### config.mk
export PLATFORM = sky130hd
export DESIGN_NAME = core_top
export DESIGN_NICKNAME = d
export VERILOG_FILES = /design/src/hdl/core_pkg.sv /design/src/hdl/core_top.sv /design/src/hdl/ram_access.sv /design/src/hdl/fetch_decode.sv /design/src/hdl/acc_psw.sv /design/src/hdl/alu.sv
export SDC_FILE = /design/constraint.sdc
export NUM_CORES = 1
export LEC_CHECK = 0
export BUFFER_PORTS_ARGS = -buffer_cell sky130_fd_sc_hd__buf_2
export CAP_MARGIN = 20
export CORE_UTILIZATION = 40
export DETAILED_ROUTE_END_ITERATION = 8
export MAX_ROUTING_LAYER = met4
export SLEW_MARGIN = 40
export SYNTH_ARGS = -nofsm -noshare
export SYNTH_HDL_FRONTEND = slang
export SYNTH_HIERARCHICAL = 1
export SYNTH_SLANG_ARGS = --single-unit
### constraint.sdc
create_clock -name clk -period 5.06 [get_ports clk]
set_input_delay 0.759 -clock clk [delete_from_list [all_inputs] [get_ports clk]]
set_output_delay 0.759 -clock clk [all_outputs]
set_load 0.01 [all_outputs]
### src/hdl/core_pkg.sv
package core_pkg;

	typedef logic [7:0] byte_t;
	typedef logic [15:0] code_addr_t;
	typedef logic [2:0] reg_idx_t; // Rn index, internal address 0-7

	// operation carried into the execute stage
	typedef enum logic [4:0] {
		op_none,
		op_mov,
		op_add,
		op_addc,
		op_subb,
		op_anl,
		op_orl,
		op_xrl,
		op_inc,
		op_dec,
		op_clr,
		op_cpl,
		op_rl,
		op_rlc,
		op_rr,
		op_rrc,
		op_clr_c,
		op_setb_c
	} alu_op_t;

	typedef enum logic {
		src_imm, // second operand from the code stream
		src_mem  // second operand read from internal data
	} src_t;

	typedef enum logic {
		st_opcode,
		st_operand
	} fetch_state_t;

	localparam byte_t OPC_NOP        = 8'h00;
	localparam byte_t OPC_MOV_A_IMM  = 8'h74;
	localparam byte_t OPC_ADD_A_IMM  = 8'h24;
	localparam byte_t OPC_ADDC_A_IMM = 8'h34;
	localparam byte_t OPC_SUBB_A_IMM = 8'h94;
	localparam byte_t OPC_ANL_A_IMM  = 8'h54;
	localparam byte_t OPC_ORL_A_IMM  = 8'h44;
	localparam byte_t OPC_XRL_A_IMM  = 8'h64;
	localparam byte_t OPC_ADD_A_RN   = 8'h28; // low 3 bits select Rn
	localparam byte_t OPC_MOV_A_RN   = 8'hE8;
	localparam byte_t OPC_MOV_RN_A   = 8'hF8;
	localparam byte_t OPC_MOV_A_DIR  = 8'hE5;
	localparam byte_t OPC_MOV_DIR_A  = 8'hF5;
	localparam byte_t OPC_INC_A      = 8'h04;
	localparam byte_t OPC_DEC_A      = 8'h14;
	localparam byte_t OPC_CLR_A      = 8'hE4;
	localparam byte_t OPC_CPL_A      = 8'hF4;
	localparam byte_t OPC_RL_A       = 8'h23;
	localparam byte_t OPC_RLC_A      = 8'h33;
	localparam byte_t OPC_RR_A       = 8'h03;
	localparam byte_t OPC_RRC_A      = 8'h13;
	localparam byte_t OPC_CLR_C      = 8'hC3;
	localparam byte_t OPC_SETB_C     = 8'hD3;
	localparam byte_t OPC_SJMP       = 8'h80;

endpackage
### src/hdl/core_top.sv
`timescale 1ns/1ps

module core_top #(
	parameter core_pkg::code_addr_t RESET_VECTOR = '0
) (
	input  logic                 clk,
	input  logic                 rst,
	output core_pkg::code_addr_t rom_addr,
	input  core_pkg::byte_t      rom_data,
	output core_pkg::byte_t      ram_rd_addr,
	input  core_pkg::byte_t      ram_rd_data,
	input  logic                 ram_rd_vld,
	output logic                 data_rd_en,
	output core_pkg::byte_t      ram_wr_addr,
	output core_pkg::byte_t      ram_wr_data,
	output logic                 data_wr_en
);

	logic work_en;
	logic rd_req;
	logic wr_req;
	core_pkg::byte_t rd_addr;
	core_pkg::byte_t wr_addr;
	core_pkg::alu_op_t exec_op;
	core_pkg::src_t exec_src;
	core_pkg::byte_t exec_operand;
	core_pkg::byte_t mem_byte;
	core_pkg::byte_t acc;

	fetch_decode #(
		.RESET_VECTOR (RESET_VECTOR)
	) u_fetch_decode (
		.clk          (clk),
		.rst          (rst),
		.work_en      (work_en),
		.rom_addr     (rom_addr),
		.rom_data     (rom_data),
		.rd_req       (rd_req),
		.rd_addr      (rd_addr),
		.exec_op      (exec_op),
		.exec_src     (exec_src),
		.exec_operand (exec_operand),
		.wr_req       (wr_req),
		.wr_addr      (wr_addr)
	);

	ram_access u_ram_access (
		.clk         (clk),
		.rst         (rst),
		.rd_req      (rd_req),
		.rd_addr     (rd_addr),
		.wr_req      (wr_req),
		.wr_addr     (wr_addr),
		.acc         (acc), // write data for mov Rn,A and mov dir,A
		.ram_rd_addr (ram_rd_addr),
		.ram_rd_data (ram_rd_data),
		.ram_rd_vld  (ram_rd_vld),
		.data_rd_en  (data_rd_en),
		.ram_wr_addr (ram_wr_addr),
		.ram_wr_data (ram_wr_data),
		.data_wr_en  (data_wr_en),
		.work_en     (work_en),
		.mem_byte    (mem_byte)
	);

	acc_psw u_acc_psw (
		.clk          (clk),
		.rst          (rst),
		.work_en      (work_en),
		.exec_op      (exec_op),
		.exec_src     (exec_src),
		.exec_operand (exec_operand),
		.mem_byte     (mem_byte),
		.acc          (acc)
	);

endmodule

### src/hdl/ram_access.sv
`timescale 1ns/1ps

module ram_access (
	input  logic            clk,
	input  logic            rst,
	input  logic            rd_req,
	input  core_pkg::byte_t rd_addr,
	input  logic            wr_req,
	input  core_pkg::byte_t wr_addr,
	input  core_pkg::byte_t acc,
	output core_pkg::byte_t ram_rd_addr,
	input  core_pkg::byte_t ram_rd_data,
	input  logic            ram_rd_vld,
	output logic            data_rd_en,
	output core_pkg::byte_t ram_wr_addr,
	output core_pkg::byte_t ram_wr_data,
	output logic            data_wr_en,
	output logic            work_en,
	output core_pkg::byte_t mem_byte
);

	logic ram_wait; // a read is out and its valid has not come
	logic data_same;
	logic same_flag;
	core_pkg::byte_t same_byte;

	// stall only while waiting for the read data
	assign work_en = ~(ram_wait & ~ram_rd_vld);

	assign ram_wr_addr = wr_addr;
	assign ram_wr_data = acc; // accumulator before this cycle's update
	assign data_wr_en = work_en & wr_req;

	// read of the address being written this cycle takes the write byte
	assign data_same = data_wr_en & rd_req & (rd_addr == wr_addr);

	assign ram_rd_addr = rd_addr;
	assign data_rd_en = work_en & rd_req & ~data_same;

	always_ff @(posedge clk or negedge rst) begin
		if (!rst) begin
			ram_wait <= 1'b0;
		end else if (work_en) begin
			if (data_rd_en)
				ram_wait <= 1'b1;
			else if (ram_rd_vld)
				ram_wait <= 1'b0;
		end
	end

	always_ff @(posedge clk or negedge rst) begin
		if (!rst)
			same_flag <= 1'b0;
		else if (work_en)
			same_flag <= data_same;
	end

	always_ff @(posedge clk) begin
		if (work_en & data_same)
			same_byte <= ram_wr_data;
	end

	assign mem_byte = same_flag ? same_byte : ram_rd_data;

	// valid only answers a read that was issued earlier
	assert property (@(posedge clk) disable iff (!rst)
		ram_rd_vld |-> ram_wait);

	// one read in flight at a time on the ram port
	assert property (@(posedge clk) disable iff (!rst)
		data_rd_en |=> (!data_rd_en || ram_rd_vld));

endmodule

### src/hdl/fetch_decode.sv
`timescale 1ns/1ps

module fetch_decode #(
	parameter core_pkg::code_addr_t RESET_VECTOR = '0
) (
	input  logic                   clk,
	input  logic                   rst,
	input  logic                   work_en,
	output core_pkg::code_addr_t   rom_addr,
	input  core_pkg::byte_t        rom_data,
	output logic                   rd_req,
	output core_pkg::byte_t        rd_addr,
	output core_pkg::alu_op_t      exec_op,
	output core_pkg::src_t         exec_src,
	output core_pkg::byte_t        exec_operand,
	output logic                   wr_req,
	output core_pkg::byte_t        wr_addr
);

	core_pkg::code_addr_t pc;
	core_pkg::code_addr_t jump_target;
	core_pkg::fetch_state_t state;
	core_pkg::byte_t fetch_byte;
	core_pkg::byte_t rom_hold;
	core_pkg::byte_t opc_q;
	core_pkg::byte_t opcode;
	core_pkg::reg_idx_t rn;
	logic fetch_vld; // rom_data belongs to the current stream
	logic stall_q;
	logic two_byte;
	logic instr_done;
	core_pkg::alu_op_t dec_op;
	core_pkg::src_t dec_src;
	core_pkg::byte_t dec_addr;
	logic dec_rd;
	logic dec_wr;
	logic dec_jump;

	assign rom_addr = pc;

	// the registered rom moves on during a stall, so replay the held byte
	assign fetch_byte = stall_q ? rom_hold : rom_data;

	assign two_byte = fetch_byte inside {core_pkg::OPC_MOV_A_IMM, core_pkg::OPC_ADD_A_IMM,
		core_pkg::OPC_ADDC_A_IMM, core_pkg::OPC_SUBB_A_IMM, core_pkg::OPC_ANL_A_IMM,
		core_pkg::OPC_ORL_A_IMM, core_pkg::OPC_XRL_A_IMM, core_pkg::OPC_MOV_A_DIR,
		core_pkg::OPC_MOV_DIR_A, core_pkg::OPC_SJMP};

	assign instr_done = fetch_vld & ((state == core_pkg::st_operand) | ~two_byte);
	assign opcode = (state == core_pkg::st_operand) ? opc_q : fetch_byte;
	assign rn = opcode[2:0];
	assign jump_target = pc + {{8{fetch_byte[7]}}, fetch_byte}; // pc already past both bytes

	always_comb begin
		dec_op = core_pkg::op_none;
		dec_src = core_pkg::src_imm;
		dec_addr = fetch_byte; // direct address is the operand byte
		dec_rd = 1'b0;
		dec_wr = 1'b0;
		dec_jump = 1'b0;
		if (opcode[7:3] == core_pkg::OPC_ADD_A_RN[7:3]) begin
			dec_op = core_pkg::op_add;
			dec_src = core_pkg::src_mem;
			dec_addr = {5'b00000, rn};
			dec_rd = 1'b1;
		end else if (opcode[7:3] == core_pkg::OPC_MOV_A_RN[7:3]) begin
			dec_op = core_pkg::op_mov;
			dec_src = core_pkg::src_mem;
			dec_addr = {5'b00000, rn};
			dec_rd = 1'b1;
		end else if (opcode[7:3] == core_pkg::OPC_MOV_RN_A[7:3]) begin
			dec_addr = {5'b00000, rn};
			dec_wr = 1'b1;
		end else begin
			case (opcode)
				core_pkg::OPC_NOP: ;
				core_pkg::OPC_MOV_A_IMM:  dec_op = core_pkg::op_mov;
				core_pkg::OPC_ADD_A_IMM:  dec_op = core_pkg::op_add;
				core_pkg::OPC_ADDC_A_IMM: dec_op = core_pkg::op_addc;
				core_pkg::OPC_SUBB_A_IMM: dec_op = core_pkg::op_subb;
				core_pkg::OPC_ANL_A_IMM:  dec_op = core_pkg::op_anl;
				core_pkg::OPC_ORL_A_IMM:  dec_op = core_pkg::op_orl;
				core_pkg::OPC_XRL_A_IMM:  dec_op = core_pkg::op_xrl;
				core_pkg::OPC_MOV_A_DIR: begin
					dec_op = core_pkg::op_mov;
					dec_src = core_pkg::src_mem;
					dec_rd = 1'b1;
				end
				core_pkg::OPC_MOV_DIR_A: dec_wr = 1'b1;
				core_pkg::OPC_INC_A:  dec_op = core_pkg::op_inc;
				core_pkg::OPC_DEC_A:  dec_op = core_pkg::op_dec;
				core_pkg::OPC_CLR_A:  dec_op = core_pkg::op_clr;
				core_pkg::OPC_CPL_A:  dec_op = core_pkg::op_cpl;
				core_pkg::OPC_RL_A:   dec_op = core_pkg::op_rl;
				core_pkg::OPC_RLC_A:  dec_op = core_pkg::op_rlc;
				core_pkg::OPC_RR_A:   dec_op = core_pkg::op_rr;
				core_pkg::OPC_RRC_A:  dec_op = core_pkg::op_rrc;
				core_pkg::OPC_CLR_C:  dec_op = core_pkg::op_clr_c;
				core_pkg::OPC_SETB_C: dec_op = core_pkg::op_setb_c;
				core_pkg::OPC_SJMP:   dec_jump = 1'b1;
				default: ; // unknown opcodes behave as nop
			endcase
		end
	end

	assign rd_req = instr_done & dec_rd;
	assign rd_addr = dec_addr;

	always_ff @(posedge clk or negedge rst) begin
		if (!rst) begin
			pc <= RESET_VECTOR;
			state <= core_pkg::st_opcode;
			fetch_vld <= 1'b0;
			stall_q <= 1'b0;
			exec_op <= core_pkg::op_none;
			wr_req <= 1'b0;
		end else begin
			stall_q <= ~work_en;
			if (work_en) begin
				fetch_vld <= ~(instr_done & dec_jump); // drop the byte behind a jump
				pc <= (instr_done & dec_jump) ? jump_target : pc + 16'd1;
				if (fetch_vld & (state == core_pkg::st_opcode) & two_byte)
					state <= core_pkg::st_operand;
				else
					state <= core_pkg::st_opcode;
				exec_op <= instr_done ? dec_op : core_pkg::op_none;
				wr_req <= instr_done & dec_wr;
			end
		end
	end

	always_ff @(posedge clk) begin
		rom_hold <= fetch_byte;
		if (work_en) begin
			if (state == core_pkg::st_opcode)
				opc_q <= fetch_byte;
			exec_src <= dec_src;
			exec_operand <= fetch_byte; // immediate byte
			wr_addr <= dec_addr;
		end
	end

	// an instruction that reads never writes back in its execute bundle
	assert property (@(posedge clk) disable iff (!rst)
		(rd_req && work_en) |=> !wr_req);

endmodule

### src/hdl/acc_psw.sv
`timescale 1ns/1ps

module acc_psw (
	input  logic              clk,
	input  logic              rst,
	input  logic              work_en,
	input  core_pkg::alu_op_t exec_op,
	input  core_pkg::src_t    exec_src,
	input  core_pkg::byte_t   exec_operand,
	input  core_pkg::byte_t   mem_byte,
	output core_pkg::byte_t   acc
);

	core_pkg::byte_t operand;
	core_pkg::byte_t alu_result;
	core_pkg::byte_t psw;
	logic alu_cy;
	logic alu_ac;
	logic alu_ov;
	logic cy;
	logic ac;
	logic ov;
	logic p;
	logic arith; // add, addc, subb

	assign operand = (exec_src == core_pkg::src_mem) ? mem_byte : exec_operand;

	alu u_alu (
		.op     (exec_op),
		.a      (acc),
		.b      (operand),
		.cy_in  (cy),
		.result (alu_result),
		.cy_out (alu_cy),
		.ac_out (alu_ac),
		.ov_out (alu_ov)
	);

	assign arith = exec_op inside {core_pkg::op_add, core_pkg::op_addc, core_pkg::op_subb};

	always_ff @(posedge clk or negedge rst) begin
		if (!rst) begin
			acc <= 8'h00;
			cy <= 1'b0;
			ac <= 1'b0;
			ov <= 1'b0;
		end else if (work_en) begin
			acc <= alu_result; // alu passes acc through for non-acc ops
			cy <= alu_cy;
			if (arith) begin
				ac <= alu_ac;
				ov <= alu_ov;
			end
		end
	end

	assign p = ^acc; // even parity, follows acc directly
	assign psw = {cy, ac, 3'b000, ov, 1'b0, p};

	// add sets ac on a low nibble carry and ov on a sign change of same-sign operands
	assert property (@(posedge clk) disable iff (!rst)
		(work_en && exec_op == core_pkg::op_add) |=>
		(psw[6] == (({1'b0, $past(acc[3:0])} + {1'b0, $past(operand[3:0])}) > 5'd15)) &&
		(psw[2] == (($past(acc[7]) == $past(operand[7])) && (acc[7] != $past(acc[7])))));

endmodule

### src/hdl/alu.sv
`timescale 1ns/1ps

module alu (
	input  core_pkg::alu_op_t op,
	input  core_pkg::byte_t   a,
	input  core_pkg::byte_t   b,
	input  logic              cy_in,
	output core_pkg::byte_t   result,
	output logic              cy_out,
	output logic              ac_out,
	output logic              ov_out
);

	logic sub;
	logic add_c;
	core_pkg::byte_t add_b;
	logic [3:0] low;
	logic [3:0] high; // bit 3 is the carry into bit 7
	logic bit_high;
	logic ac_buf;
	logic cy_buf;
	core_pkg::byte_t add_byte;

	always_comb begin
		sub = 1'b0;
		add_b = b;
		add_c = 1'b0; // plain add ignores carry
		case (op)
			core_pkg::op_addc: add_c = cy_in;
			core_pkg::op_subb: begin
				sub = 1'b1;
				add_c = cy_in;
			end
			core_pkg::op_inc: begin
				add_b = 8'h00;
				add_c = 1'b1;
			end
			core_pkg::op_dec: begin
				sub = 1'b1;
				add_b = 8'h00;
				add_c = 1'b1;
			end
			default: ;
		endcase
	end

	// nibble, three bits, then the top bit, so ac and ov fall out of the chain
	assign {ac_buf, low} = sub ? ({1'b0, a[3:0]} - {1'b0, add_b[3:0]} - {4'h0, add_c})
		: ({1'b0, a[3:0]} + {1'b0, add_b[3:0]} + {4'h0, add_c});
	assign high = sub ? ({1'b0, a[6:4]} - {1'b0, add_b[6:4]} - {3'b000, ac_buf})
		: ({1'b0, a[6:4]} + {1'b0, add_b[6:4]} + {3'b000, ac_buf});
	assign {cy_buf, bit_high} = sub ? ({1'b0, a[7]} - {1'b0, add_b[7]} - {1'b0, high[3]})
		: ({1'b0, a[7]} + {1'b0, add_b[7]} + {1'b0, high[3]});
	assign add_byte = {bit_high, high[2:0], low};

	assign ac_out = ac_buf;
	assign ov_out = cy_buf ^ high[3];

	always_comb begin
		result = a;
		cy_out = cy_in;
		case (op)
			core_pkg::op_mov: result = b;
			core_pkg::op_add, core_pkg::op_addc, core_pkg::op_subb: begin
				result = add_byte;
				cy_out = cy_buf;
			end
			core_pkg::op_inc, core_pkg::op_dec: result = add_byte; // flags untouched
			core_pkg::op_anl: result = a & b;
			core_pkg::op_orl: result = a | b;
			core_pkg::op_xrl: result = a ^ b;
			core_pkg::op_clr: result = 8'h00;
			core_pkg::op_cpl: result = ~a;
			core_pkg::op_rl:  result = {a[6:0], a[7]};
			core_pkg::op_rr:  result = {a[0], a[7:1]};
			core_pkg::op_rlc: begin
				result = {a[6:0], cy_in};
				cy_out = a[7];
			end
			core_pkg::op_rrc: begin
				result = {cy_in, a[7:1]};
				cy_out = a[0];
			end
			core_pkg::op_clr_c:  cy_out = 1'b0;
			core_pkg::op_setb_c: cy_out = 1'b1;
			default: ;
		endcase
	end

endmodule

==> out/metrics.csv <==
metric,value,unit
syn-num-nets,742,
syn_area,6610,um^2
fin_setup_tns,-372,ps
io_buffers,60,
arrival,5600,ps
slew_viol_final,0,
max_slew_margin,0.560,
layout.nets,832,
place_area,7320,um^2
reg2reg_setup_slack,-320,ps
antenna_found_initial,0,
grt_max_degree,39,
cellPowerDensity,461,nW/um^2
grt_overflow,0,
whs,404,ps
yosys_warnings,6,
viasPerCell,5.55,
p_comb_frac,0.548,
drtAntennaViolNets,0,
drive_above_1_share,0.321,
grt_usage,0.214,
final_cell_mix,"68 x buf_4, 59 x buf_2, 50 x nor2_1",
core-area,16000,um^2
met2_usage,0.344,
critPathMaxStageDelay,530,ps
dp.cells,953,
busiest_layer,met2,
via_count,5412,
antenna_cells,0,
crit_type,flip-flop to flip-flop,
avgSynthCellArea,9.93,um^2
drtIter0Drc,436,
period_minus_slack,5380,ps
grt_use_met3,0.0322,
post-route-drc-count,0,
rows,46,
skew,7.20,ps
rsz0062_at_grt,true,
start_kind,flip-flop,
worst-slew-pin-transition,660,ps
ir_worst_vdd,0.000184,V
power.internal,2.12,mW
rr_endpoint,u_acc_psw/acc[7],
fmax,0.186,GHz
cts-root-buf,clkbuf_16,
worst_slack,-317,ps
finalCritPeriodShare,1.06,
outcome,finished with violations,
seqPwrFrac,0.272,
p_leak,3.48,nW
setup.worst_path.start,u_fetch_decode/exec_op[1],
clockPowerShare,0.179,
post-dp-hpwl,13100,um
first_pass_iters,5,
fin_util,0.483,
layout_commonest_cell,buf_4,
cpMostUsedCell,fa_2,
fillers,1556,
setup_viol,2,
clk_pin_slew_worst_paths,60,ps
syn2layout_area_growth,17.1,%
violations,setup timing,
h-tree-depth,3,
netlist_instances,665,
cpMaxStageDelayCell,fa_1,
required,5290,ps
start_util,0.413,
reg2regPathDepth,26,
numCtsBuffers,9,
max-cap-violations,0,
die_h,131,um
met1_usage,0.276,
netSwitchingFraction,0.405,
grt_first_pass_wirelength,27300,um
path_max_fanout,4,
grt_pass1_vias,5322,
design_area,7730,um^2
setup.worst_path.end_class,flip-flop,
wl_per_cell,17.6,um
cts.sinks,77,
worstSkewPairLatency,340,ps
cts_buffer_depth,2,
num_io_pins,61,
pre_cts_ws,-632,ps
routed_wl,17200,um
final_cell_count_no_fill,976,
crit_path_end,u_acc_psw/acc[7],
die_w,131,um
finalHoldViolations,0,
hold_path_class,input pin to async pin,
gp_congestion,0.904,
r2r_start,u_fetch_decode/exec_op[1],
dieArea,17000,um^2
cts_tree,built,
power,3.57,mW
p_switching,1.45,mW
==> flip-flops by register name (all words and copies together), names as in the netlist <==
signal                       flops
u_fetch_decode/rom_addr         16
u_acc_psw/acc                    8
u_fetch_decode/exec_operand      8
u_fetch_decode/opc_q             8
u_fetch_decode/rom_hold          8
u_fetch_decode/wr_addr           8
u_ram_access/same_byte           8
u_fetch_decode/exec_op           5
u_acc_psw/cy                     1
u_fetch_decode/exec_src          1
u_fetch_decode/fetch_vld         1
u_fetch_decode/stall_q           1
u_fetch_decode/state             1
u_fetch_decode/wr_req            1
u_ram_access/ram_wait            1
u_ram_access/same_flag           1
==> critical path, delay by kind of cell (launching register included) <==
kind / cells / cell delay [ps]
multiplexers: 1 / 260
AND/OR/NAND/NOR: 6 / 830
flip-flops: 1 / 430
buffers and inverters: 2 / 220
AO/OA/AOI/OAI: 10 / 1310
adder cells (fa/ha/maj): 5 / 1900
XOR/XNOR: 2 / 320
==> power groups by stage <==
stage	registers [mW]	logic [mW]	clock network [mW]
final	0.972	1.96	0.640
after floorplan	0.972	1.25	0
after detailed placement	0.981	1.81	0
after CTS	0.971	1.89	0.659
after global routing	0.990	2.15	0.678
after global placement	0.975	1.75	0
==> cell type report <==
type / instances / area (um^2) / share of cell area
Clock buffer: 11 / 254 / 0.0328
Clock inverter: 5 / 41.3 / 0.00534
Inverter: 58 / 218 / 0.0282
Multi-Input combinational cell: 481 / 4080 / 0.527
Sequential cell: 77 / 2050 / 0.266
Tap cell: 216 / 270 / 0.0349
Timing Repair Buffer: 128 / 817 / 0.106
==> worst min path at each step <==
stage | slack [ps] | endpoint | cells after the start | from
after detailed placement | 460 | u_fetch_decode/rom_addr[15] | 1 | u_fetch_decode/rom_addr[15]
after global routing | 450 | u_acc_psw/acc[0] | 1 | rst
final | 400 | u_acc_psw/acc[3] | 1 | rst
after floorplan | 460 | u_acc_psw/acc[0] | 0 | rst
after CTS | 420 | u_acc_psw/acc[1] | 1 | rst
after global placement | 450 | u_fetch_decode/rom_addr[15] | 1 | u_fetch_decode/rom_addr[15]
==> metal layers <==
metal	up-vias	routed length (um)
li1	2572	-
met1	2649	7880
met2	162	8200
met3	29	783
met4	0	354
met5	-	0
==> timing repair <==
action | in CTS | in global routing
hold endpoints to repair | 0 | 0
setup buffers | 7 | 2
resized for setup | 8 | 9
cloned | 0 | 0
hold buffers | 0 | 0
endpoints found under the setup margin | 2 | 3
pin swaps | 8 | 6
Power figures use the tool's default switching activity.
